===== config.mk =====
export PLATFORM = sky130hd
export DESIGN_NAME = palette_loader
export DESIGN_NICKNAME = d
export VERILOG_FILES = /design/src/gb_download_pkg.sv /design/src/palette_loader.sv
export SDC_FILE = /design/constraint.sdc
export NUM_CORES = 1
export LEC_CHECK = 0
export BUFFER_PORTS_ARGS = -buffer_cell sky130_fd_sc_hd__clkbuf_2
export CAP_MARGIN = 20
export CORE_ASPECT_RATIO = 0.6
export CORE_MARGIN = 4
export CORE_UTILIZATION = 44
export DETAILED_ROUTE_END_ITERATION = 10
export HOLD_SLACK_MARGIN = 0.02
export PLACE_DENSITY = 0.71
export SLEW_MARGIN = 20
export SYNTH_ARGS = -nofsm -noshare
export SYNTH_HDL_FRONTEND = slang
export SYNTH_SLANG_ARGS = --single-unit

===== constraint.sdc =====
create_clock -name clk_sys -period 2.09 [get_ports clk_sys]
set_input_delay 0.1045 -clock clk_sys [delete_from_list [all_inputs] [get_ports clk_sys]]
set_output_delay 0.1045 -clock clk_sys [all_outputs]
set_load 0.01 [all_outputs]

===== src/gb_download_pkg.sv =====
package gb_download_pkg;

	// Host transfer bus
	localparam int ioctl_addr_w = 25;
	localparam int ioctl_data_w = 16;
	localparam int filetype_w   = 8;

	// File type codes
	// Cartridge matches on the low six bits or on the full alternate code
	localparam logic [5:0]            ft_cart_low = 6'h01;
	localparam logic [filetype_w-1:0] ft_cart_alt = 8'h80;
	localparam logic [filetype_w-1:0] ft_palette  = 8'h03;
	localparam logic [filetype_w-1:0] ft_cheat    = 8'hFF;

	// Colour palette, four 24-bit colours in the top 96 bits
	localparam int palette_w = 128;
	localparam logic [palette_w-1:0] palette_default = 128'h828214517356305A5F1A3B4900000000;

	// Cheat record layout: strobe, flags, address, compare, replace
	localparam int cheat_w          = 129;
	localparam int cheat_strobe_bit = 128;
	localparam int cheat_flags_lsb  = 96;
	localparam int cheat_addr_lsb   = 64;
	localparam int cheat_cmp_lsb    = 32;
	localparam int cheat_repl_lsb   = 0;

	// Byte offsets of each 16-bit word, low word first
	localparam int cheat_offset_w = 4;
	localparam logic [cheat_offset_w-1:0] cheat_offset_flags_lo = 4'd0;
	localparam logic [cheat_offset_w-1:0] cheat_offset_flags_hi = 4'd2;
	localparam logic [cheat_offset_w-1:0] cheat_offset_addr_lo  = 4'd4;
	localparam logic [cheat_offset_w-1:0] cheat_offset_addr_hi  = 4'd6;
	localparam logic [cheat_offset_w-1:0] cheat_offset_cmp_lo   = 4'd8;
	localparam logic [cheat_offset_w-1:0] cheat_offset_cmp_hi   = 4'd10;
	localparam logic [cheat_offset_w-1:0] cheat_offset_repl_lo  = 4'd12;
	localparam logic [cheat_offset_w-1:0] cheat_offset_repl_hi  = 4'd14;

endpackage


===== src/palette_loader.sv =====
`timescale 1ns/1ps

module palette_loader (
	input  logic                                    clk_sys,
	input  logic                                    reset,
	input  logic                                    dl_wr,
	input  logic [gb_download_pkg::ioctl_data_w-1:0] dl_data,
	input  logic                                    palette_active,
	output logic [gb_download_pkg::palette_w-1:0]    palette
);

	import gb_download_pkg::*;

	logic [ioctl_data_w-1:0] word_swapped;

	// Palette files store each word big endian
	assign word_swapped = {dl_data[7:0], dl_data[15:8]};

	////////////////////
	// Shift register
	////////////////////

	always_ff @(posedge clk_sys) begin
		if (reset) begin
			palette <= palette_default;
		end else if (dl_wr && palette_active) begin
			// Oldest word ends up at the top
			palette <= {palette[palette_w-ioctl_data_w-1:0], word_swapped};
		end
	end

endmodule


Yosys cells after proc, flatten, opt, wreduce, memory -nomap -nowiden
Index checks and enable logic that the tools add are counted.
Widths: inputs -> output; s select.

storage, ports and cells
  flip-flop bits (word level) = 128
  input bits = 20
  output and inout port bits = 128
  word-level logic and storage cells = 2

cells by class
  reductions and logical operators = 1

operators by type and width
  kind               number
  $logic_and 1x1->1  1

Longest topological paths before layout
Gate-level depths: netlist of the first run.

  depth after elaboration = 1
  depth in mapped cells = 5
  mapped depth without buffers = 2

Worst setup path after synthesis of the first run
No wires, ideal clock.

  path type = input port to flip-flop
  start = in reset
  end = reg palette[45] in the netlist's numbering
  setup time = 120 ps
  arrival = 797 ps
  required time = 1970 ps
  setup slack = 1173 ps
  stages on the path = 4
  buffers on the path = 3
  cells stage by stage = buf_2 > buf_4 > clkbuf_1 > a211o_1

RTL lines
  what                  line                  text
  from (decl)           palette_loader.sv:5   input logic reset,
  to (signal assigned)  palette_loader.sv:25  palette <= palette_default;
  to (signal assigned)  palette_loader.sv:28  palette <= {palette[palette_w-ioctl_data_w-1:0], word_swapped};
  to (decl)             palette_loader.sv:9   output logic [gb_download_pkg::palette_w-1:0] palette

No word-level cell between the ends.

Final worst setup path of the first run
  start = reg palette[44] in the netlist's numbering
  end = out palette[44] in the netlist's numbering

No word-level cell between the ends.

==> qor.yml, run 1 <==
floorplanning:
  coreArea_sq_um: 10800
  dieArea_sq_um: 13200
  dieHeight_um: 90.6
  start_util: 0.463
  io_pins: 148
  rows: 29
  die_x_um: 146
global_route:
  overflow: 0
  first_global_vias: 3933
  antenna_found_initial: 0
  grt_usage: 0.194
  grt_first_pass_wirelength_um: 20800
  grt_max_degree: 81
clock_network:
  h-tree-depth: 4
  clk_path_buf_depth: 2
  postCtsHoldBufs: 16
  path_clk_slew_ns: 0.06
  cts_setup_buffers: 0
  cts_tree: "done"
  post_cts_resized: 0
  clk_latency_ns: 0.40
  cts_buffers: 17
  root_buffer: "clkbuf_16"
  cts_sinks: 128
setup_path:
  endpoint_kind: "output pin"
  crit_family: "flip-flops"
  cp_num_buf_inv: 1
  cp_cell_sequence: "clkbuf_2"
  worstSetupStartpointType: "flip-flop"
  cp.required_ns: 1.99
  critical-path-max-stage-delay_ns: 0.44
  critPathSlowestCell: "dfxtp_1"
  worstPathArrival_ns: 1.02
  cp_max_fo: 3
  crit_type: "flip-flop to output pin"
placement:
  gp_congestion: 0.760
  dpl-instance-area_sq_um: 5740
  io_buffer_count: 147
  pre_cts_ws_ns: 0.628
  dpl.hpwl_um: 8460
yosys:
  synthAdderAreaFrac: 0
  synth_top_family_by_area: "simple AND/OR/NAND/NOR gates"
  ys_seq_area_frac: 0.512
  synth-compound-area-share: 0.125
  synthMuxAreaShare: 0.112
  synthTopCellsByArea: "dfxtp_1 51%, mux2i_1 11%, nand2b_1 9.4%, a211o_1 6.0%, and3_1 4.3%"
  avgSynthCellArea_sq_um: 10.6
  synth-edff-count: 0
  synthArstFlopShare: 0
  yosysWarnings: 0
  yosysTopAreaCell: "dfxtp_1"
  post-synth-top-count-cell: "dfxtp_1"
  yosysTopAreaCellShare: 0.512
  ys.flop_type: "dfxtp_1"
  synth_fp_nets: 491
  synthCells: 471
  synth_common_cells: "128 x dfxtp_1, 75 x nand2b_1, 56 x mux2i_1, 34 x a211o_1, 34 x and3_1"
  netlist_area_sq_um: 5000
  synthSimpleGateAreaFrac: 0.199
  ys_ff_latch: 128
  synth-xor-area-share: 0
  ys_types: 19
power_and_ir_drop:
  ir_worst_vdd_v: 0.000647
  p_per_area_nw_per_um2: 953
  leakagePower_nw: 2.90
finish:
  utilization: 0.603
  final_area_sq_um: 6520
  seq_area_sq_um: 2560
  largest_reg_flops: 128
  nets: 634
  drive_gt1_frac: 0.316
  area_delta_synth_final_pct: 30.4
  fill_cells: 907
  largest_register: "palette"
  reg_top3: "palette x128"
  diodes: 0
  multi_input_area_sq_um: 2180
sta:
  final_hold_viol_count: 0
  worst_pin_slew_ns: 0.493
  setup_violations: 0
  fin_crit_ns: 1.13
  fin_setup_tns_ns: 0
  rsz0062_at_grt: "false"
  setup_ws_ns: 0.961
  clock_skew_ns: 0.00730
  drv_slew: 0
  finalCritPeriodShare: 0.540
  slew_headroom: 0.671
  timing.fmax_mhz: 886
route:
  drc: 0
  drt_iter0_markers: 245
  dr.pass1.iters: 4
  wire_per_inst_um: 16.8
  vias: 4012
  via_per_inst: 5.24
  drtAntennaViolNets: 0
  routed_wl_um: 12800
flow_run:
  cap_violations: 0
hold_path:
  hold_class: "input port to flip-flop"
status:
  outcome: "complete, no violations"
[routing by layer]
layer	track usage	share of wire	vias to the layer above
met5	0	0	-
met4	0.0553	0.0055	0
met3	0.0707	0.060	6
met2	0.278	0.43	116
met1	0.275	0.50	1912
li1	-	-	1978
[through the flow]
stage | power [W] | instances | hold slack [ns]
3_3_place_gp | 0.00314 | 718 | 0.361
5_1_grt | 0.00644 | 765 | 0.149
6_report | 0.00621 | 765 | 0.113
4_1_cts | 0.00628 | 765 | 0.102
2_1_floorplan | 0.00297 | 471 | 0.274
3_5_place_dp | 0.00315 | 718 | 0.371
[cell usage in the layout (no fill, tap or decap)]
cell type / Yosys / routed
nand4b_1: 24 / 24
and3_1: 34 / 34
a211oi_1: 2 / 2
clkbuf_1: 13 / 2
a21bo_2: 12 / 12
buf_12: 0 / 2
clkbuf_8: 0 / 2
nand2_4: 1 / 1
mux2i_1: 56 / 56
buf_2: 21 / 2
dfxtp_1: 128 / 128
nand2b_1: 75 / 75
a21oi_1: 14 / 14
clkinv_2: 0 / 2
a211o_1: 34 / 34
clkbuf_2: 1 / 144
o21ai_0: 24 / 24
and2_4: 0 / 1
bufinv_16: 0 / 4
nand3_1: 12 / 12
buf_4: 9 / 7
clkbuf_16: 0 / 17
dlygate4sd3_1: 0 / 16
nor2_1: 7 / 7
clkinvlp_4: 0 / 4
[report_power, final]
part	internal (W)	leakage, nW	switching, W
logic	0.000237	1.56	0.000274
registers	0.00254	1.05	0.0000724
clock network	0.00205	0.291	0.00104
[final timing paths]
check	startpoint	endpoint	slack [ns]	depth (start not counted)
setup / recovery	palette[44]	palette[44]	0.96	1
hold / removal	palette_active	palette[48]	0.11	3
setup reg to reg	palette[22]	palette[38]	1.22	2
hold reg to reg	palette[127]	palette[127]	0.47	1
[kinds of logic (layout without fill, tap and decap cells)]
group | Yosys count | after routing
muxes | 56 | 56
and+or+nand+nor | 154 | 154
DFF | 128 | 128
buffers and inverters | 47 | 202
AOI/OAI and AO/OA | 86 | 86
[final cells by class]
| cell class | count | area share |
|---|---|---|
| well taps | 139 | 0.0267 |
| clock inverters | 10 | 0.0246 |
| clock buffers | 21 | 0.0706 |
| multi-input cells | 296 | 0.335 |
| flip-flops and latches | 128 | 0.393 |
| repair buffers | 171 | 0.151 |
Note: power is estimated with default switching activity, not from simulation.
==> inputs of run 2 (changes only) <==
--- a/config.mk
+++ b/config.mk
@@ -12,7 +12,7 @@
 export CORE_UTILIZATION = 44
 export DETAILED_ROUTE_END_ITERATION = 10
 export HOLD_SLACK_MARGIN = 0.02
-export PLACE_DENSITY = 0.71
+export PLACE_DENSITY = 0.73
 export SLEW_MARGIN = 20
 export SYNTH_ARGS = -nofsm -noshare
 export SYNTH_HDL_FRONTEND = slang
==> constraint.sdc (replaced) <==
create_clock -name clk_sys -period 0.95 [get_ports clk_sys]
set_input_delay 0.0475 -clock clk_sys [delete_from_list [all_inputs] [get_ports clk_sys]]
set_output_delay 0.0475 -clock clk_sys [all_outputs]
set_load 0.01 [all_outputs]
==> run 2 against run 1 <==
Compared with the run above:
- total power grew 120%
- clock skew grew 0.0020 ns
- clock-buffer cell count shrank 4
- design area grew 13%
- combinational power grew to 2.8 times the previous value
- clock power grew 110%
- routed wire length grew 8.8%
- critical path type unchanged
- critical endpoint is now palette[28]
==> qor.yml, run 2 (synthesized netlist as in run 1, its figures left out) <==
setup_path:
  endpoint_kind: "output pin"
  cp_cell_sequence: "buf_8"
  worstSetupStartpointType: "flip-flop"
  worstPathArrival_ns: 0.89
  cp_max_fo: 3
  critPathSlowestCell: "dfxtp_4"
  crit_type: "flip-flop to output pin"
  crit_family: "flip-flops"
  critical-path-max-stage-delay_ns: 0.36
  cp_num_buf_inv: 1
  cp.required_ns: 0.90
power_and_ir_drop:
  p_per_area_nw_per_um2: 1870
  ir_worst_vdd_v: 0.00138
  combPwrFrac: 0.104
  leakagePower_nw: 3.23
  swShare: 0.236
  p_total_w: 0.0137
  p_switching_w: 0.00324
  p_clk_frac: 0.475
  p_seq_frac: 0.421
  internal-power_w: 0.0105
floorplanning:
  dieArea_sq_um: 13200
  die_x_um: 146
  rows: 29
  io_pins: 148
  coreArea_sq_um: 10800
  start_util: 0.463
  dieHeight_um: 90.6
clock_network:
  path_clk_slew_ns: 0.06
  h-tree-depth: 4
  root_buffer: "clkbuf_16"
  cts_buffers: 17
  cts_sinks: 128
  cts_tree: "done"
  clk_path_buf_depth: 2
  clk_latency_ns: 0.41
placement:
  pre_cts_ws_ns: -0.0670
  place_inst: 733
  io_buffer_count: 147
  gp_congestion: 0.784
  dpl.hpwl_um: 9210
finish:
  diodes: 0
  area_delta_synth_final_pct: 47.1
  nets: 668
  final_common_cell: "dfxtp_2"
  fill_cells: 833
  fin_cells: 799
  reg_top3: "palette x128"
  final_cell_mix: "102 x dfxtp_2, 75 x nand2b_1, 66 x clkbuf_2, 56 x mux2i_1, 36 x buf_6"
  largest_reg_flops: 128
  drive_gt1_frac: 0.526
  largest_register: "palette"
sta:
  holdWs_ns: 0.133
  setup_violations: 0
  rsz0062_at_grt: "true"
  clock_skew_ns: 0.00926
  slew_headroom: 0.766
  final_hold_viol_count: 0
  setup_ws_ns: 0.0141
  fin_setup_tns_ns: 0
  drv_slew: 0
  timing.fmax_mhz: 1070
  finalCritPeriodShare: 0.985
  fin_crit_ns: 0.936
  worst_pin_slew_ns: 0.351
global_route:
  first_global_vias: 4209
  grt_first_pass_wirelength_um: 22300
  overflow: 0
  grt_usage: 0.209
  grt_max_degree: 40
  antenna_found_initial: 0
status:
  outcome: "complete, no violations"
route:
  drc: 0
  drt_iter0_markers: 215
  wire_per_inst_um: 17.5
  vias: 4188
  drtAntennaViolNets: 0
  via_per_inst: 5.24
  dr.pass1.iters: 4
  routed_wl_um: 14000
hold_path:
  hold_class: "input port to flip-flop"
flow_run:
  cap_violations: 0
## run 2: repair_timing
action / 4_1_cts / 5_1_grt
buffers inserted: 16 / 3
hold buffers: 16 / 0
resized for setup: 99 / 150
setup endpoints to repair: 89 / 85
hold endpoints to repair: 16 / 0
## run 2: power groups by stage
stage | registers (W) | logic (W) | clock network (W)
final | 0.00578 | 0.00143 | 0.00651
after global routing | 0.00580 | 0.00154 | 0.00690
after CTS | 0.00577 | 0.00133 | 0.00661
after detailed placement | 0.00587 | 0.00119 | 0
after global placement | 0.00586 | 0.00117 | 0
after floorplan | 0.00593 | 0.000616 | 0
## run 2: worst paths after layout
check,from,endpoint,slack (ns),cells past startpoint
setup / recovery,palette[28],palette[28],0.01,1
hold / removal,reset,palette[52],0.13,2
setup reg to reg,palette[42],palette[58],0.07,2
hold reg to reg,palette[119],palette[119],0.46,1
## run 2: layout make-up
class	count	area [sq um]	area share
clock inverters	14	168	0.0228
repair buffers	205	1680	0.228
well taps	139	174	0.0236
clock buffers	17	425	0.0578
multi-input cells	296	2180	0.297
flip-flops and latches	128	2730	0.371
## run 2: metrics by stage
| stage | cell area [sq um] | util |
|---|---|---|
| final | 7360 | 0.680 |
| after detailed placement | 5980 | 0.553 |
| after CTS | 7040 | 0.651 |
| after floorplan | 5000 | - |
| after global placement | 5980 | 0.553 |
| after global routing | 7360 | 0.680 |
## run 2: routing by layer
metal / up-vias / global-route usage / routed length (um) / share of wire
li1: 2043 / - / - / -
met1: 2011 / 0.280 / 6620 / 0.47
met2: 126 / 0.320 / 6350 / 0.45
met3: 8 / 0.0732 / 935 / 0.067
met4: 0 / 0.0553 / 69 / 0.0049
met5: - / 0 / 0 / 0
