<file path="config.mk">
export PLATFORM = sky130hd
export DESIGN_NAME = cheat_assembler
export DESIGN_NICKNAME = d
export VERILOG_FILES = /design/src/gb_download_pkg.sv /design/src/cheat_assembler.sv
export SDC_FILE = /design/constraint.sdc
export NUM_CORES = 1
export LEC_CHECK = 0
export BUFFER_PORTS_ARGS = -buffer_cell sky130_fd_sc_hd__buf_2
export CAP_MARGIN = 5
export CORE_MARGIN = 2
export CORE_UTILIZATION = 50
export DETAILED_ROUTE_END_ITERATION = 16
export GPL_ROUTABILITY_DRIVEN = 0
export PLACE_DENSITY_LB_ADDON = 0.08
export SETUP_SLACK_MARGIN = 0.2
export SLEW_MARGIN = 20
export SYNTH_ARGS = -nofsm -noshare
export SYNTH_HDL_FRONTEND = slang
export SYNTH_SLANG_ARGS = --single-unit
</file>
<file path="constraint.sdc">
create_clock -name clk_sys -period 5.1 [get_ports clk_sys]
set_input_delay 1.53 -clock clk_sys [delete_from_list [all_inputs] [get_ports clk_sys]]
set_output_delay 1.53 -clock clk_sys [all_outputs]
set_load 0.005 [all_outputs]
</file>
<file path="src/gb_download_pkg.sv">
package gb_download_pkg;

	// Host transfer bus
	localparam int ioctl_addr_w = 25;
	localparam int ioctl_data_w = 16;
	localparam int filetype_w   = 8;

	// File type codes
	// Cartridge matches on the low six bits or on the full alternate code
	localparam logic [5:0]            ft_cart_low = 6'h01;
	localparam logic [filetype_w-1:0] ft_cart_alt = 8'h80;
	localparam logic [filetype_w-1:0] ft_palette  = 8'h03;
	localparam logic [filetype_w-1:0] ft_cheat    = 8'hFF;

	// Colour palette, four 24-bit colours in the top 96 bits
	localparam int palette_w = 128;
	localparam logic [palette_w-1:0] palette_default = 128'h828214517356305A5F1A3B4900000000;

	// Cheat record layout: strobe, flags, address, compare, replace
	localparam int cheat_w          = 129;
	localparam int cheat_strobe_bit = 128;
	localparam int cheat_flags_lsb  = 96;
	localparam int cheat_addr_lsb   = 64;
	localparam int cheat_cmp_lsb    = 32;
	localparam int cheat_repl_lsb   = 0;

	// Byte offsets of each 16-bit word, low word first
	localparam int cheat_offset_w = 4;
	localparam logic [cheat_offset_w-1:0] cheat_offset_flags_lo = 4'd0;
	localparam logic [cheat_offset_w-1:0] cheat_offset_flags_hi = 4'd2;
	localparam logic [cheat_offset_w-1:0] cheat_offset_addr_lo  = 4'd4;
	localparam logic [cheat_offset_w-1:0] cheat_offset_addr_hi  = 4'd6;
	localparam logic [cheat_offset_w-1:0] cheat_offset_cmp_lo   = 4'd8;
	localparam logic [cheat_offset_w-1:0] cheat_offset_cmp_hi   = 4'd10;
	localparam logic [cheat_offset_w-1:0] cheat_offset_repl_lo  = 4'd12;
	localparam logic [cheat_offset_w-1:0] cheat_offset_repl_hi  = 4'd14;

endpackage

</file>
<file path="src/cheat_assembler.sv">
`timescale 1ns/1ps

module cheat_assembler (
	input  logic                                    clk_sys,
	input  logic                                    reset,
	input  logic                                    dl_wr,
	input  logic [gb_download_pkg::ioctl_addr_w-1:0] dl_addr,
	input  logic [gb_download_pkg::ioctl_data_w-1:0] dl_data,
	input  logic                                    cheat_active,
	output logic [gb_download_pkg::cheat_w-1:0]      gg_code,
	output logic                                    gg_code_valid
);

	import gb_download_pkg::*;

	localparam int hi = ioctl_data_w;

	logic [cheat_strobe_bit-1:0] record;
	logic                        code_wr;

	assign code_wr = dl_wr & cheat_active;

	// Record fields, one word per offset
	always_ff @(posedge clk_sys) begin
		if (code_wr) begin
			case (dl_addr[cheat_offset_w-1:0])
				cheat_offset_flags_lo: record[cheat_flags_lsb +: hi]      <= dl_data;
				cheat_offset_flags_hi: record[cheat_flags_lsb + hi +: hi] <= dl_data;
				cheat_offset_addr_lo:  record[cheat_addr_lsb +: hi]       <= dl_data;
				cheat_offset_addr_hi:  record[cheat_addr_lsb + hi +: hi]  <= dl_data;
				cheat_offset_cmp_lo:   record[cheat_cmp_lsb +: hi]        <= dl_data;
				cheat_offset_cmp_hi:   record[cheat_cmp_lsb + hi +: hi]   <= dl_data;
				cheat_offset_repl_lo:  record[cheat_repl_lsb +: hi]       <= dl_data;
				cheat_offset_repl_hi:  record[cheat_repl_lsb + hi +: hi]  <= dl_data;
				default: ;
			endcase
		end
	end

	// Last word of the record clocks the code in
	always_ff @(posedge clk_sys) begin
		if (reset) begin
			gg_code_valid <= 1'b0;
		end else begin
			gg_code_valid <= code_wr && (dl_addr[cheat_offset_w-1:0] == cheat_offset_repl_hi);
		end
	end

	assign gg_code[cheat_strobe_bit]     = 1'b0;
	assign gg_code[cheat_strobe_bit-1:0] = record;

endmodule

</file>
* Yosys cells after proc, flatten, opt, wreduce, memory -nomap -nowiden
Index checks and enable logic that the tools add are counted.
Storage, ports and cells: register bits 129, latch bits 0, bits in writable memories 0, bits in read-only memories 0, bits of input ports 45, output and inout bits 130, logic and storage cells 27, memories 0
Cells by class: add/sub/neg operators 0, multipliers 0, divide/modulo/power cells 0, magnitude comparators 0, eq/ne operators 7, shift-type cells 0, multiplexer cells 0, bitwise operators 1, reduce and logical (&&, ||, !) cells 10
Operators with widths (number):
- $eq A4 B4 Y1 const B | 4
- $reduce_and A2 Y1 | 8
- $eq A4 B3 Y1 const B | 2
- $eq A4 B2 Y1 const B | 1
- $logic_not A4 Y1 | 1
- $and A1 B1 Y1 | 1
- $logic_and A1 B1 Y1 | 1

* Logic depth before layout (Yosys ltp)
Gate-level depths: netlist of the first run.
depth in word-level cells 2, mapped depth 2, mapped depth without buffers 2

* Worst setup path after synthesis of the first run
OpenSTA, ideal clock, no wires.
kind input-to-reg, from input port dl_addr[0] in the netlist's numbering, to register record[100] (enable), library setup time 0.409 ns, arrival time 2.902 ns, data required time 4.691 ns, slack 1.789 ns, cell stages on the path 2, buffers on the path 0, cell sequence nand4bb_4 > nor3_1
On the way: word-level cells in the longest chain between the ends 2
Ends and longest elaborated chain:
- start, declared | line cheat_assembler.sv:7 | input logic [gb_download_pkg::ioctl_addr_w-1:0] dl_addr,
- $logic_not A4 Y1 | line cheat_assembler.sv:26 | case (dl_addr[cheat_offset_w-1:0])
- $reduce_and A2 Y1 (no line)
- end signal, assigned by index | line cheat_assembler.sv:27 | cheat_offset_flags_lo: record[cheat_flags_lsb +: hi] <= dl_data;
- end signal, assigned by index | line cheat_assembler.sv:28 | cheat_offset_flags_hi: record[cheat_flags_lsb + hi +: hi] <= dl_data;
- end signal, assigned by index | line cheat_assembler.sv:29 | cheat_offset_addr_lo: record[cheat_addr_lsb +: hi] <= dl_data;
- end, declared | line cheat_assembler.sv:18 | logic [cheat_strobe_bit-1:0] record;
Every way passes these cells. A chain may end at the register's enable or synchronous reset.

* Worst setup path after layout of the first run
from input port dl_addr[0] in the netlist's numbering, to register record[5] (enable)
On the way: word-level cells in the longest chain between the ends 2
Ends and longest elaborated chain (line):
- $eq A4 B4 Y1 | cheat_assembler.sv:26
- $reduce_and A2 Y1 (no line)
Every way passes these cells.

==> reports/qor.csv, run 1 <==
stage,metric,value,unit
outcome,status,"finished, final reports clean",
min_path,Hold EP,gg_code_valid$_SDFF_PP0_,
critical_path,CP required,5.21,ns
synth,syn_area_per_cell,27.52,µm²
cells_and_area,nets@finish,361,
drt,DR pass1 iterations,4,
critical_path,worst setup path startpoint,dl_addr[0],
drt,Vias/cell,4.777,
placement,placed insts,399,
grt,grt total ovfl,0,
power_and_ir_drop,Peak VDD IR,0.3180,mV
timing,Hold WS,1.199,ns
clocking,Post-CTS Setup Bufs,0,
synth,synthesized area,3990,µm²
min_path,HP Class,in -> reg,
cells_and_area,n_diodes,0,
placement,Placement Setup Slack,1.881,ns
timing,fin crit share,52.43,%
cells_and_area,Area growth syn-to-layout,39.70,%
cells_and_area,Finished Core Util,72.13,%
critical_path,Crit Path Class,in -> reg,
min_path,hold path startpoint,reset,
job,max-cap violations,0,
min_path,Hold Crit Depth,2,
placement,IO Port Bufs,152,
synth,Synth top area share,96.33,%
placement,DP Wirelength,5058,µm
grt,vias in the first global route,2057,
clocking,CTS Hold Bufs,0,
critical_path,worst-path fanout max,16,
critical_path,crit-path max cell delay,0.84,ns
clocking,H-tree depth,4,
floorplanning,Die Ht,93.33,µm
floorplanning,Initial Util,51.64,%
grt,largest net degree at the start of global routing,17,
critical_path,worst path cell trace,buf_2 > nand4bb_4 > nor2_2,
synth,Netlist cell types,11,
grt,antenna violations before repair,0,
grt,first-pass GRT wire length,11640,µm
drt,Antenna Violating Nets Remaining,0,
synth,Post-Syn Nets,190,
drt,routed vias,2054,
floorplanning,die width,93.33,µm
timing,setup TNS,0,ns
timing,final-report setup violation count,0,
clocking,Num CTS Buffers,17,
cells_and_area,final instance area,5574,µm²
clocking,CTS tree,built,
timing,unrepaired setup endpoints after global routing,no,
clocking,Clock transition at path regs,0.06,ns
floorplanning,die area,8710,µm²
timing,Max-slew headroom,28.56,%
critical_path,worst path arrival time,2.78,ns
timing,Least-Margin Pin Slew,1.071,ns
critical_path,slowest CP cell,nor2_2,
timing,Final Hold Fails,0,
cells_and_area,Seq. cell area,3864,µm²
grt,all-layer global routing usage,19.34,%
floorplanning,CORE AREA,7727,µm²
cells_and_area,area of the multi-input gates,160.2,µm²
synth,Synth Warn #,0,
placement,"Cell Area, Placed",4905,µm²
clocking,Clock Tree Root,clkbuf_8,
drt,# DRC,0,
cells_and_area,fin cells,430,
cells_and_area,share of post-route cells with drive strength above 1,59.15,%
drt,routed len/inst,18.58,µm
timing,"Min Clock Period, post-route",2.674,ns
timing,fin. max-slew vios,0,
timing,min setup slack post-route,2.426,ns
power_and_ir_drop,Leakage,2.126,nW
critical_path,Critical Path Source Type,input port,
drt,Routed WL,7990,µm
power_and_ir_drop,post-layout power,2.532,mW
clocking,post_cts resized,0,
cells_and_area,fillers,491,
synth,leading area contributor after synthesis,edfxtp_1,
power_and_ir_drop,Power per Cell Area,454.3,nW/µm²
clocking,CTS sink cnt,129,
synth,post-synthesis sequential area ratio,96.83,%
timing,Max Freq,0.3740,GHz
critical_path,CP Capture Type,register,
floorplanning,IO Pins,175,
clocking,Max Root-Sink Buffers,2,
floorplanning,row cnt,32,
synth,synth top area cells,"edfxtp_1 96%, nand4bb_4 0.69%, nand4b_4 0.60%",
drt,drt first-iter violations,121,
synth,Seq cells post-synth,129,
synth,Post-Synthesis Cells,145,
## area by class of cell
class                           count  area share, %
Multi-Input combinational cell     15          2.873
Sequential cell                   129          69.32
Clock inverter                     13          4.242
Timing Repair Buffer              153          13.78
Clock buffer                       18          7.497
Tap cell                          102          2.290
## per-layer routing
metal	vias up	wire length [µm]	global-route usage, %
li1	933	-	-
met1	1003	3195	23.76
met2	112	4131	31.89
met3	6	589	5.238
met4	0	74	9.559
met5	-	0	0
## critical path, delay by kind of cell
kind	cells	cell delay, ns
buffers and inverters	1	0.11
and+or+nand+nor	2	1.12
## how the worst max path moves through the flow
stage	cells after the start	slack (ns)	end
5_1_grt	3	2.33	record[10]$_DFFE_PP_
4_1_cts	3	2.37	record[75]$_DFFE_PP_
3_3_place_gp	3	1.89	record[45]$_DFFE_PP_
6_report	3	2.43	record[5]$_DFFE_PP_
2_1_floorplan	2	1.79	record[100]$_DFFE_PP_
3_5_place_dp	3	1.88	record[35]$_DFFE_PP_
## registers in the layout (all words and copies together) (netlist names)
| register | flops |
|---|---|
| gg_code_valid | 1 |
| record | 128 |
## synth_stat cells (all sizes together)
library cell  count
edfxtp          128
nor2              6
nor3              3
nand2b            2
buf               1
conb              1
dfxtp             1
nand2             1
nand4b            1
nand4bb           1
## report_power, final
part           internal, mW  switching (mW)  total (mW)
Clock                 0.892           0.414        1.31
Sequential             1.18         0.00266        1.18
Combinational        0.0160          0.0292      0.0452
## kinds of logic after synthesis
| group | Yosys count | share of synthesized area, % |
|---|---|---|
| flip-flops | 129 | 96.83 |
| other | 1 | 0.09398 |
| buffers and inverters | 1 | 0.1882 |
| AND/OR/NAND/NOR | 14 | 2.885 |
## placed cells by master, fill, tap and decap left out
cell type | netlist | routed
clkinvlp_4 | 0 | 1
nor3_4 | 0 | 1
nand4bb_4 | 1 | 1
clkbuf_1 | 0 | 1
conb_1 | 1 | 1
nor3_2 | 2 | 2
nand2b_1 | 2 | 2
edfxtp_1 | 128 | 128
nor2_4 | 0 | 3
clkbuf_8 | 0 | 1
clkinv_2 | 0 | 1
clkinv_4 | 0 | 5
nand2_1 | 1 | 1
dfxtp_1 | 1 | 1
buf_2 | 0 | 152
nor2_2 | 0 | 3
clkbuf_16 | 0 | 16
nand4b_4 | 1 | 1
bufinv_16 | 0 | 6
buf_4 | 1 | 1
Note: power is estimated with default switching activity, not from simulation.
==> run 2: changes to the inputs <==
- CORE_UTILIZATION: 50 -> 46
- clock period: 5.1 -> 2.7 ns (I/O delays scaled with it)
==> run 2 against run 1 <==
Effect of this change: die area up 8.3%; sequential cell count unchanged; clock-buffer cell count up 1; first-iteration DRC count down 20%; critical endpoint is now gg_code[28].
==> reports/qor.csv, run 2 (synthesis results as in run 1) <==
stage,metric,value,unit
timing,setup TNS,0,ns
cells_and_area,Area growth syn-to-layout,39.32,%
clocking,CTS tree,built,
timing,unrepaired setup endpoints after global routing,no,
critical_path,worst setup path startpoint,record[28]$_DFFE_PP_,
placement,Placement Setup Slack,0.5665,ns
grt,antenna violations before repair,0,
power_and_ir_drop,net switching power,0.8948,mW
grt,grt total ovfl,0,
grt,vias in the first global route,2197,
critical_path,CP Capture Type,primary output,
drt,Vias/cell,4.732,
timing,fin crit share,68.36,%
clocking,Num CTS Buffers,17,
clocking,Post-CTS Setup Bufs,0,
placement,IO Port Bufs,152,
job,max-cap violations,0,
cells_and_area,"most common cell after layout, fill and taps aside",buf_2,
power_and_ir_drop,clock power share,46.0,%
critical_path,worst path arrival time,1.04,ns
clocking,H-tree depth,4,
power_and_ir_drop,switch share,20.84,%
min_path,HP Class,in -> reg,
power_and_ir_drop,Int Pwr,3.398,mW
power_and_ir_drop,Sequential Power Share,52.0,%
power_and_ir_drop,Power per Cell Area,772.3,nW/µm²
outcome,status,"finished, final reports clean",
floorplanning,Die Ht,97.14,µm
floorplanning,die width,97.14,µm
floorplanning,IO Pins,175,
critical_path,Critical Path Source Type,register,
timing,final-report setup violation count,0,
cells_and_area,biggest regs,"record x128, gg_code_valid x1",
clocking,CTS Hold Bufs,0,
cells_and_area,n_diodes,0,
grt,largest net degree at the start of global routing,17,
drt,Routed WL,8498,µm
clocking,Clock Tree Root,clkbuf_8,
power_and_ir_drop,Leakage,2.126,nW
drt,Antenna Violating Nets Remaining,0,
clocking,post_cts resized,0,
floorplanning,CORE AREA,8299,µm²
timing,Final Hold Fails,0,
critical_path,buffer and inverter count on the worst path,1,
critical_path,slowest CP cell,edfxtp_1,
critical_path,CP required,1.89,ns
drt,# DRC,0,
timing,min setup slack post-route,0.8542,ns
power_and_ir_drop,combinational share of power,2.1,%
drt,drt first-iter violations,97,
timing,Max Freq,0.5418,GHz
timing,"Min Clock Period, post-route",1.846,ns
cells_and_area,Seq. cell area,3864,µm²
floorplanning,Initial Util,48.08,%
cells_and_area,fillers,584,
drt,DR pass1 iterations,4,
critical_path,worst-path fanout max,1,
drt,routed vias,2120,
clocking,Clock transition at path regs,0.06,ns
drt,routed len/inst,18.97,µm
cells_and_area,Biggest register,record,
critical_path,Crit Path Class,reg -> out,
cells_and_area,max reg flops,128,
critical_path,family with the most delay on the worst path,flip-flops,
floorplanning,row cnt,33,
cells_and_area,nets@finish,375,
grt,first-pass GRT wire length,13030,µm
cells_and_area,"commonest cells after routing, fill and taps aside","152 x buf_2, 128 x edfxtp_1, 16 x clkbuf_16",
placement,DP Wirelength,5848,µm
critical_path,crit path to,gg_code[28],
critical_path,Critical Path Stages,1,
timing,fin. max-slew vios,0,
critical_path,crit-path max cell delay,0.39,ns
power_and_ir_drop,Peak VDD IR,0.4324,mV
cells_and_area,share of post-route cells with drive strength above 1,60.64,%
clocking,CTS sink cnt,129,
critical_path,worst path cell trace,buf_2,
clocking,Max Root-Sink Buffers,2,
grt,all-layer global routing usage,19.31,%
floorplanning,die area,9435,µm²
cells_and_area,area of the multi-input gates,151.4,µm²
run 2: through the flow:
step	hold WS, ns	util, %	cell area (µm²)	power (mW)	std cells
global placement	0.9812	60.64	5032	2.360	416
finish	0.4685	66.98	5559	4.293	448
global route	0.4512	66.98	5559	4.435	448
CTS	0.4386	66.98	5559	4.340	448
detailed placement	0.9831	60.64	5032	2.363	416
floorplan	0.8797	-	3995	2.290	145
run 2: how the worst min path moves through the flow:
stage                     cells after the start                        to  start
final                                         2  gg_code_valid$_SDFF_PP0_  reset
after global routing                          2  gg_code_valid$_SDFF_PP0_  reset
after CTS                                     2  gg_code_valid$_SDFF_PP0_  reset
after detailed placement                      2  gg_code_valid$_SDFF_PP0_  reset
after global placement                        2  gg_code_valid$_SDFF_PP0_  reset
after floorplan                               1  gg_code_valid$_SDFF_PP0_  reset
run 2: cell type report:
cell class | instances | share of cell area, %
timing repair buffer | 167 | 15.94
multi-input combinational | 15 | 2.723
clock inverter | 13 | 1.891
tap | 105 | 2.363
clock buffer | 19 | 7.585
sequential | 129 | 69.50
run 2: power groups by stage:
stage                     sequential [mW]  clock [mW]  combinational, mW
after floorplan                      2.28           0             0.0130
after global placement               2.27           0             0.0884
after detailed placement             2.27           0             0.0908
after CTS                            2.23        2.02             0.0909
after global routing                 2.23        2.10             0.0979
final                                2.23        1.97             0.0890
run 2: layer usage:
| metal | track usage (%) | routed length (µm) | vias to the layer above |
|---|---|---|---|
| met2 | 30.72 | 4295 | 104 |
| li1 | - | - | 957 |
| met5 | 0 | 0 | - |
| met4 | 7.801 | 40 | 0 |
| met1 | 24.64 | 3536 | 1055 |
| met3 | 6.619 | 625 | 4 |
