`src/gb_backup_pkg.sv`:
```
package gb_backup_pkg;

	////////////////////
	// SD side
	////////////////////

	// Block number on the SD image
	localparam int lba_w = 32;

	// Word address inside one 512-byte block
	localparam int buff_addr_w = 8;

	////////////////////
	// Save RAM side
	////////////////////

	// Low block number bits on top of the buffer address
	localparam int bk_addr_w = 17;
	localparam int bk_data_w = 16;

	// Index of the last block to transfer
	localparam int ram_mask_w = 8;

	// Block number bits that select a save RAM page
	localparam int bk_page_w = bk_addr_w - buff_addr_w;

	localparam int bk_words = 2 ** bk_addr_w;

endpackage

```
`src/backup_sequencer.sv`:
```
`timescale 1ns/1ps

module backup_sequencer (
	input  logic                                clk_sys,
	input  logic                                reset,
	input  logic                                cart_active,
	input  logic                                cart_start,
	input  logic                                cart_done,
	input  logic                                img_mounted,
	input  logic                                img_readonly,
	input  logic [63:0]                         img_size,
	input  logic                                cart_has_save,
	input  logic [gb_backup_pkg::ram_mask_w-1:0] ram_mask,
	input  logic                                cram_wr,
	input  logic                                osd_open,
	input  logic                                autosave_en,
	input  logic                                load_req,
	input  logic                                save_req,
	input  logic                                sd_ack,
	output logic [gb_backup_pkg::lba_w-1:0]      sd_lba,
	output logic                                sd_rd,
	output logic                                sd_wr,
	output logic                                bk_loading,
	output logic                                sav_pending,
	output logic                                sav_supported
);

	import gb_backup_pkg::*;

	logic bk_ena;
	logic bk_busy;
	logic load_old, save_old, auto_old, ack_old;
	logic auto_term;
	logic ack_rise, ack_fall;
	logic start_load, start_save;
	logic last_block;

	assign sav_supported = cart_has_save & bk_ena;

	always_comb begin
		auto_term  = sav_pending & osd_open & autosave_en;
		ack_rise   = sd_ack & ~ack_old;
		ack_fall   = ack_old & ~sd_ack;
		// Cartridge end load wins over a simultaneous save request
		start_load = ~bk_busy & bk_ena &
		             ((cart_done & |img_size) | (load_req & ~load_old));
		start_save = ~bk_busy & ~start_load &
		             ((bk_ena & save_req & ~save_old) | (auto_term & ~auto_old));
		last_block = sd_lba >= {{(lba_w - ram_mask_w){1'b0}}, ram_mask};
	end

	always_ff @(posedge clk_sys) begin
		if (reset) begin
			load_old <= 1'b0;
			save_old <= 1'b0;
			auto_old <= 1'b0;
			ack_old  <= 1'b0;
		end else begin
			load_old <= load_req;
			save_old <= save_req;
			auto_old <= auto_term;
			ack_old  <= sd_ack;
		end
	end

	////////////////////
	// Enable and pending save
	////////////////////

	always_ff @(posedge clk_sys) begin
		if (reset) begin
			bk_ena      <= 1'b0;
			sav_pending <= 1'b0;
		end else begin
			if (cart_start)
				bk_ena <= 1'b0;
			// Save image is mounted before the cartridge download finishes
			if (cart_active && img_mounted && !img_readonly)
				bk_ena <= 1'b1;

			if (start_load || start_save)
				sav_pending <= 1'b0;
			else if (cram_wr && !osd_open && sav_supported)
				sav_pending <= 1'b1;
		end
	end

	////////////////////
	// Block loop
	////////////////////

	always_ff @(posedge clk_sys) begin
		if (reset) begin
			bk_busy    <= 1'b0;
			bk_loading <= 1'b0;
			sd_rd      <= 1'b0;
			sd_wr      <= 1'b0;
			sd_lba     <= '0;
		end else begin
			// Host took the request
			if (ack_rise) begin
				sd_rd <= 1'b0;
				sd_wr <= 1'b0;
			end

			if (start_load || start_save) begin
				bk_busy    <= 1'b1;
				bk_loading <= start_load;
				sd_lba     <= '0;
				sd_rd      <= start_load;
				sd_wr      <= start_save;
			end else if (bk_busy && ack_fall) begin
				if (last_block) begin
					bk_busy    <= 1'b0;
					bk_loading <= 1'b0;
				end else begin
					sd_lba <= sd_lba + lba_w'(1);
					sd_rd  <= bk_loading;
					sd_wr  <= ~bk_loading;
				end
			end
		end
	end

endmodule

```
`config.mk`:
```
export PLATFORM = sky130hd
export DESIGN_NAME = backup_sequencer
export DESIGN_NICKNAME = d
export VERILOG_FILES = /design/src/gb_backup_pkg.sv /design/src/backup_sequencer.sv
export SDC_FILE = /design/constraint.sdc
export NUM_CORES = 1
export LEC_CHECK = 0
export BUFFER_PORTS_ARGS = -buffer_cell sky130_fd_sc_hd__buf_2
export CAP_MARGIN = 20
export CORE_MARGIN = 2
export CORE_UTILIZATION = 47
export CTS_BUF_LIST = sky130_fd_sc_hd__clkbuf_4
export DETAILED_ROUTE_END_ITERATION = 10
export PLACE_DENSITY = 0.85
export SETUP_SLACK_MARGIN = 0.5
export SYNTH_ARGS = -nofsm -noshare
export SYNTH_HDL_FRONTEND = slang
export SYNTH_SLANG_ARGS = --single-unit
export TNS_END_PERCENT = 10
```
`constraint.sdc`:
```
create_clock -name clk_sys -period 6.6 [get_ports clk_sys]
set_input_delay 1.98 -clock clk_sys [delete_from_list [all_inputs] [get_ports clk_sys]]
set_output_delay 1.98 -clock clk_sys [all_outputs]
set_load 0.02 [all_outputs]
```
### Yosys cells after proc, flatten, opt, wreduce, memory -nomap -nowiden

Cells that the tools add are included.

| word-level totals | value |
|---|---|
| latch bits | 0 |
| input bits | 86 |
| memory bits (writable) | 0 |
| output and inout port bits | 37 |
| bits in read-only memories | 0 |
| memories kept | 0 |
| register bits | 42 |
| word-level logic and storage cells | 67 |

| operators by class | value |
|---|---|
| div/mod/pow operators | 0 |
| add/subtract/negate cells | 1 |
| $mul | 0 |
| bitwise logic cells | 25 |
| shift-type cells | 0 |
| eq/ne operators | 0 |
| mux-type cells | 14 |
| $lt $le $gt $ge | 1 |
| reduce and logical (&&, ||, !) cells | 15 |

Operators by type and width:

| cell | count |
|---|---|
| $reduce_or 64->1 | 1 |
| $add 32x1->32 const B | 1 |
| $ge 32x8->1 | 1 |
| $and 1x1->1 | 14 |
| $mux 1 | 14 |
| $not 1->1 | 9 |
| $reduce_bool 2->1 | 3 |
| $logic_and 1x1->1 | 5 |
| $reduce_and 2->1 | 2 |
| $logic_not 1->1 | 2 |
| $or 1x1->1 | 2 |
| $reduce_or 2->1 | 1 |
| $logic_or 1x1->1 | 1 |

### Longest topological paths before layout

Gate-level depths: netlist of run 1.

| depth | value |
|---|---|
| depth in word-level cells | 10 |
| depth in mapped cells | 9 |
| mapped depth without buffers | 7 |

### Least setup slack after synthesis of run 1

OpenSTA, ideal clock, no wires.

| timing | value |
|---|---|
| path type | input -> output |
| start point | input cart_has_save |
| end point | output sav_supported |
| path buffers | 0 |
| cell stages on the path | 1 |
| arrival time | 2206 ps |
| setup slack | 2414 ps |
| data required time | 4620 ps |
| cell sequence | and2_1 |

| between the ends | value |
|---|---|
| cells in the longest elaborated chain, start to end | 1 |

Ends and longest elaborated chain:

| item | RTL line | text |
|---|---|---|
| start, declared | backup_sequencer.sv:12 | `input logic cart_has_save,` |
| $and 1x1->1 | backup_sequencer.sv:38 | `assign sav_supported = cart_has_save & bk_ena;` |
| end, declared | backup_sequencer.sv:25 | `output logic sav_supported` |

Every way passes these cells.

### Worst setup path in the final report of run 1

Same ends and word-level chain as after synthesis.

==> flow_summary.json, run 1 <==
{
  "status": "finished, final reports clean",
  "clock_skew_ns": 0.0209,
  "fillerInstances": 332,
  "nNetsFinal": 423,
  "hold_class": "reg2reg",
  "cts_sinks": 42,
  "p_leak_uw": 0.00133,
  "seq_area_frac_synth": 0.433,
  "viasPerCell": 5.25,
  "period_share": 0.660,
  "drv_cap": 0,
  "start_kind": "input pin",
  "path_clk_slew_ns": 0.10,
  "regToRegSetupSlack_ns": 3.95,
  "htreeDepth": 2,
  "cts_buffer_depth": 2,
  "synthTopCellsByArea": "dfxtp_1, and2_1, nor4_1",
  "yosysMostFrequentCell": "dfxtp_1",
  "diodes": 0,
  "critPathMaxStageDelay_ns": 0.15,
  "dieWidth_um": 68.3,
  "wl_met1_um": 2380,
  "cp_top_family": "buffers and inverters",
  "finalInstanceArea_mm2": 0.00266,
  "setup_viol": 0,
  "design.die.area_mm2": 0.00466,
  "worst_pin_slew_ns": 0.835,
  "start_util": 0.486,
  "power.density_mw_per_mm2": 173,
  "core_area_mm2": 0.00400,
  "crit_type": "in2out",
  "path_cells": "buf_2, and2_1, buf_2",
  "ir_drop_uv": 129,
  "cp.required_ns": 4.62,
  "synth_area_leader_cell": "dfxtp_1",
  "dr.pass1.iters": 4,
  "cts_buffers": 5,
  "synth_common_cells": "dfxtp_1, and2_1, nor4_1",
  "routed.top_layer": "met4",
  "synth_edf_count": 0,
  "drc_errors": 0,
  "grt_antenna_before_repair": 0,
  "worstPathArrival_ns": 2.37,
  "grt_max_degree": 34,
  "root_buffer": "clkbuf_4",
  "synth_top_cell_area_share": 0.433,
  "synthArstFlopShare": 0,
  "synth_cells": 206,
  "fin_tns_setup_ns": 0,
  "ctsResizeCount": 0,
  "place_area_mm2": 0.00259,
  "end_kind": "output port",
  "ys_ff_latch": 42,
  "crit_fanout": 2,
  "drive_above_1_share": 0.409,
  "worst-path-buf-inv": 2,
  "synthesis.nets": 301,
  "grtUsageTotal": 0.230,
  "routabilityCongestion": 0.862,
  "ioPinCount": 123,
  "routed-wl-met2_um": 2390,
  "route.met3.wl_um": 340,
  "netlist_area_mm2": 0.00194,
  "synth_area_per_cell_um2": 9.43,
  "clk_latency_ns": 0.35,
  "rows": 23,
  "port_buffers": 122,
  "max_freq_ghz": 0.230,
  "drt_iter0_markers": 148,
  "slew_headroom": 0.440,
  "dp_hpwl_um": 4050,
  "cts_setup_buffers": 0,
  "cts_tree": "done",
  "die_y_um": 68.3,
  "timing.final.hold_violations": 0,
  "cp_slowest_cell": "and2_1",
  "grt_pass1_wl_um": 8060,
  "synth_cell_type_count": 44,
  "wirelength_um": 5150,
  "area_growth_pct": 36.8,
  "overflow": 0,
  "via_count": 1985,
  "ys.flop_type": "dfxtp_1",
  "hold_buffers": 0,
  "cp_common_cell": "buf_2",
  "yosysWarnings": 0,
  "ant_nets": 0,
  "fin_crit_ns": 4.35,
  "wire_per_inst_um": 13.6,
  "grt_pass1_vias": 1744,
  "finalMaxSlewViolations": 0,
  "rsz0062_at_grt": "no"
}
[cell usage in the layout, fill, tap and decap left out, types with 2 or more instances in the layout]
cell      instances
nand2b_1          4
nand3_1           6
nor4_1           23
clkbuf_4          5
or4_1             4
and3_1            3
or3_1             3
dfxtp_1          42
nor2b_1           3
nor2_1            2
o31ai_1           4
ha_1              9
and3b_1           3
a21oi_1           6
o21ai_0           4
buf_2           122
a31o_2            2
and2_1           26
nand3b_1          3
nand2_1           4
a21boi_0          4
inv_1            11
o21a_1            3
a21boi_1          4
nand4_1           8
[power by group]
group | internal (µW) | switching [µW]
Clock | 76.6 | 78.1
Sequential | 256 | 1.76
Combinational | 26.6 | 21.2
Total | 359 | 101
[per-layer routing]
layer	vias to the layer above	track usage
li1	1022	-
met1	897	0.340
met2	62	0.333
met3	4	0.0543
met4	0	0.0575
met5	-	0
[layout make-up]
cell class	instances	area (µm²)	area share
multi-input combinational	145	1020	0.385
sequential	42	841	0.316
timing repair buffer	123	618	0.232
tap	50	62.6	0.0235
inverter	11	41.3	0.0155
clock buffer	5	37.5	0.0141
clock inverter	2	33.8	0.0127
[tightest hold or removal path: stages (launching register included)]
cell and delay (ns):
dfxtp_1 0.34, nand3_1 0.07, nor2_1 0.03
[logic make-up after synthesis]
group,Yosys count,share of synthesized area
compound gates,38,0.151
fa+ha+maj,9,0.0580
buf+inv,19,0.0399
flops,42,0.433
simple gates,98,0.319
[registers in the layout, summed over array words and instances, names as in the netlist]
signal,flops
bk_busy,1
auto_old,1
save_old,1
bk_ena,1
sd_wr,1
bk_loading,1
sd_lba,32
load_old,1
sav_pending,1
ack_old,1
sd_rd,1
[final timing paths]
path                                 start                  end  cells after the start
setup / recovery             cart_has_save        sav_supported                      3
hold reg to reg   sav_pending$_SDFFE_PP0P_  auto_old$_SDFF_PP0_                      2
hold / removal    sav_pending$_SDFFE_PP0P_  auto_old$_SDFF_PP0_                      2
setup reg to reg    sd_lba[0]$_SDFFE_PP0P_     sd_wr$_SDFF_PP0_                      7
[stage by stage]
step                worst slack, ns   util  total power [µW]  hold slack, ns  std cells
global route                   2.23  0.665               479           0.507        378
floorplan                      2.41      -               281           0.470        206
finish                         2.25  0.665               460           0.481        378
detailed placement             2.25  0.647               311           0.465        371
CTS                            2.25  0.665               462           0.485        378
global placement               2.25  0.647               310           0.461        371
No activity file was read; power rests on OpenSTA's default activity.
==> run 2: changes to the inputs <==
--- a/config.mk
+++ b/config.mk
@@ -5,13 +5,14 @@
 export SDC_FILE = /design/constraint.sdc
 export NUM_CORES = 1
 export LEC_CHECK = 0
+export ABC_AREA = 1
 export BUFFER_PORTS_ARGS = -buffer_cell sky130_fd_sc_hd__buf_2
 export CAP_MARGIN = 20
 export CORE_MARGIN = 2
-export CORE_UTILIZATION = 47
+export CORE_UTILIZATION = 45
 export CTS_BUF_LIST = sky130_fd_sc_hd__clkbuf_4
 export DETAILED_ROUTE_END_ITERATION = 10
-export PLACE_DENSITY = 0.85
+export PLACE_DENSITY = 0.8
 export SETUP_SLACK_MARGIN = 0.5
 export SYNTH_ARGS = -nofsm -noshare
 export SYNTH_HDL_FRONTEND = slang
==> constraint.sdc (replaced) <==
create_clock -name clk_sys -period 4.1 [get_ports clk_sys]
set_input_delay 1.23 -clock clk_sys [delete_from_list [all_inputs] [get_ports clk_sys]]
set_output_delay 1.23 -clock clk_sys [all_outputs]
set_load 0.02 [all_outputs]
==> flow_summary.json, run 2 <==
{
  "status": "finished, final reports clean",
  "cp.required_ns": 2.87,
  "crit_fanout": 2,
  "rsz0062_at_grt": "no",
  "ys_ff_latch": 42,
  "ant_nets": 0,
  "grtUsageTotal": 0.186,
  "grt_antenna_before_repair": 0,
  "mostFrequentLayoutCell": "buf_2",
  "clock_skew_ns": 0.00778,
  "layout_common_cells": "buf_2, nor2_1, nand2_1",
  "max_freq_ghz": 0.357,
  "yosysWarnings": 0,
  "nNetsFinal": 535,
  "synth_cell_type_count": 30,
  "via_count": 2181,
  "crit_type": "in2out",
  "synth_common_cells": "nor2_1, nand2_1, inv_1",
  "start_kind": "input pin",
  "dr.pass1.iters": 4,
  "port_buffers": 122,
  "cts_tree": "done",
  "ys.flop_type": "dfxtp_1",
  "largest_register_ffs": 32,
  "timing.final.hold_violations": 0,
  "drive_above_1_share": 0.329,
  "wire_per_inst_um": 10.0,
  "worst-path-buf-inv": 3,
  "synth_top_cell_area_share": 0.393,
  "grt_pass1_vias": 1972,
  "end_kind": "output port",
  "hold_buffers": 0,
  "cp_common_cell": "buf_2",
  "path_clk_slew_ns": 0.12,
  "cp_top_family": "buffers and inverters",
  "setup_viol": 0,
  "synth_area_leader_cell": "dfxtp_1",
  "seq_area_frac_synth": 0.393,
  "design.die.area_mm2": 0.00533,
  "dieWidth_um": 73.0,
  "clk_latency_ns": 0.35,
  "drc_errors": 0,
  "grt_pass1_wl_um": 7760,
  "grt_max_degree": 34,
  "fin_util": 0.613,
  "overflow": 0,
  "cts_buffers": 5,
  "fin_crit_ns": 2.80,
  "fin_tns_setup_ns": 0,
  "yosysMostFrequentCell": "nor2_1",
  "netlist_area_mm2": 0.00214,
  "slew_headroom": 0.737,
  "worst_pin_slew_ns": 0.394,
  "finalMaxSlewViolations": 0,
  "p_leak_uw": 0.00154,
  "stdcell_count": 495,
  "wirelength_um": 4960,
  "drv_cap": 0,
  "cts_setup_buffers": 0,
  "routabilityCongestion": 0.841,
  "period_share": 0.683,
  "hold_class": "reg2reg",
  "start_util": 0.459,
  "top_register": "sd_lba",
  "cp_slowest_cell": "buf_2",
  "rows": 25,
  "numPlacedInstances": 487,
  "ir_drop_uv": 133,
  "viasPerCell": 4.41,
  "path_cells": "buf_2, nand2_1, inv_1, buf_2",
  "synthesis.nets": 410,
  "core_area_mm2": 0.00466,
  "htreeDepth": 2,
  "dp_hpwl_um": 4000,
  "synth_area_per_cell_um2": 6.80,
  "power.density_mw_per_mm2": 268,
  "drt_iter0_markers": 34,
  "cts_buffer_depth": 2,
  "worstPathArrival_ns": 1.57,
  "critPathMaxStageDelay_ns": 0.15,
  "diodes": 0,
  "synthArstFlopShare": 0,
  "root_buffer": "clkbuf_4",
  "synth_edf_count": 0,
  "fillerInstances": 462,
  "cts_sinks": 42,
  "synth_cells": 315,
  "area_growth_pct": 33.4,
  "ctsResizeCount": 0,
  "synthTopCellsByArea": "dfxtp_1, nor2_1, nand2_1",
  "ioPinCount": 123,
  "die_y_um": 73.0
}
-- run 2: per-layer routing --
layer	routed length, µm	GRT usage	up-vias	part of all wire
met3	336	0.0497	6	0.068
li1	-	-	1190	-
met4	67	0.0700	0	0.014
met1	2060	0.186	909	0.42
met5	0	0	-	0
met2	2500	0.362	76	0.50
-- run 2: kinds of logic (layout without fill, tap and decap cells) --
group,after synthesis,after routing,share of synthesized area
flip-flops,42,42,0.393
AND/OR/NAND/NOR,186,186,0.364
adder cells (fa/ha/maj),9,9,0.0526
AO/OA/AOI/OAI,13,13,0.0462
XOR/XNOR,7,7,0.0286
buffers and inverters,58,184,0.116
-- run 2: layout make-up --
| class | instances | area [µm²] | share of cell area |
|---|---|---|---|
| multi-input cells | 215 | 1050 | 0.368 |
| flip-flops and latches | 42 | 841 | 0.294 |
| repair buffers | 122 | 611 | 0.214 |
| inverters | 54 | 203 | 0.0710 |
| well taps | 54 | 67.6 | 0.0237 |
| clock buffers | 6 | 45.0 | 0.0158 |
| clock inverters | 2 | 37.5 | 0.0131 |
-- run 2: worst paths after layout --
kind                           startpoint                       to  slack [ns]  cells past startpoint
hold reg to reg   sd_lba[12]$_SDFFE_PP0P_  sd_lba[12]$_SDFFE_PP0P_        0.45                      2
hold / removal    sd_lba[12]$_SDFFE_PP0P_  sd_lba[12]$_SDFFE_PP0P_        0.45                      2
setup / recovery            cart_has_save            sav_supported        1.30                      4
setup reg to reg   sd_lba[6]$_SDFFE_PP0P_   sd_lba[5]$_SDFFE_PP0P_        2.03                     12
-- run 2: stage by stage --
step	power [µW]	worst slack, ns	area (µm²)	hold WS, ns
detailed placement	507	1.12	2770	0.429
CTS	778	1.30	2860	0.448
global route	800	1.26	2860	0.465
finish	766	1.30	2860	0.446
global placement	505	1.15	2770	0.427
floorplan	463	1.46	2140	0.518
-- run 2: where the power goes --
part	switching [µW]	leakage, µW	internal [µW]	total (µW)
logic	40.5	0.00116	42.9	83.4
registers	1.95	0.000339	412	414
clock network	134	0.0000419	135	269
-- run 2: worst reg2reg max path, delay by kind of cell (launching register included) --
| kind | cells | cell delay (ns) |
|---|---|---|
| AO/OA/AOI/OAI | 1 | 0.12 |
| adder cells (fa/ha/maj) | 1 | 0.28 |
| buffers and inverters | 3 | 0.34 |
| flip-flops | 1 | 0.48 |
| AND/OR/NAND/NOR | 7 | 0.80 |
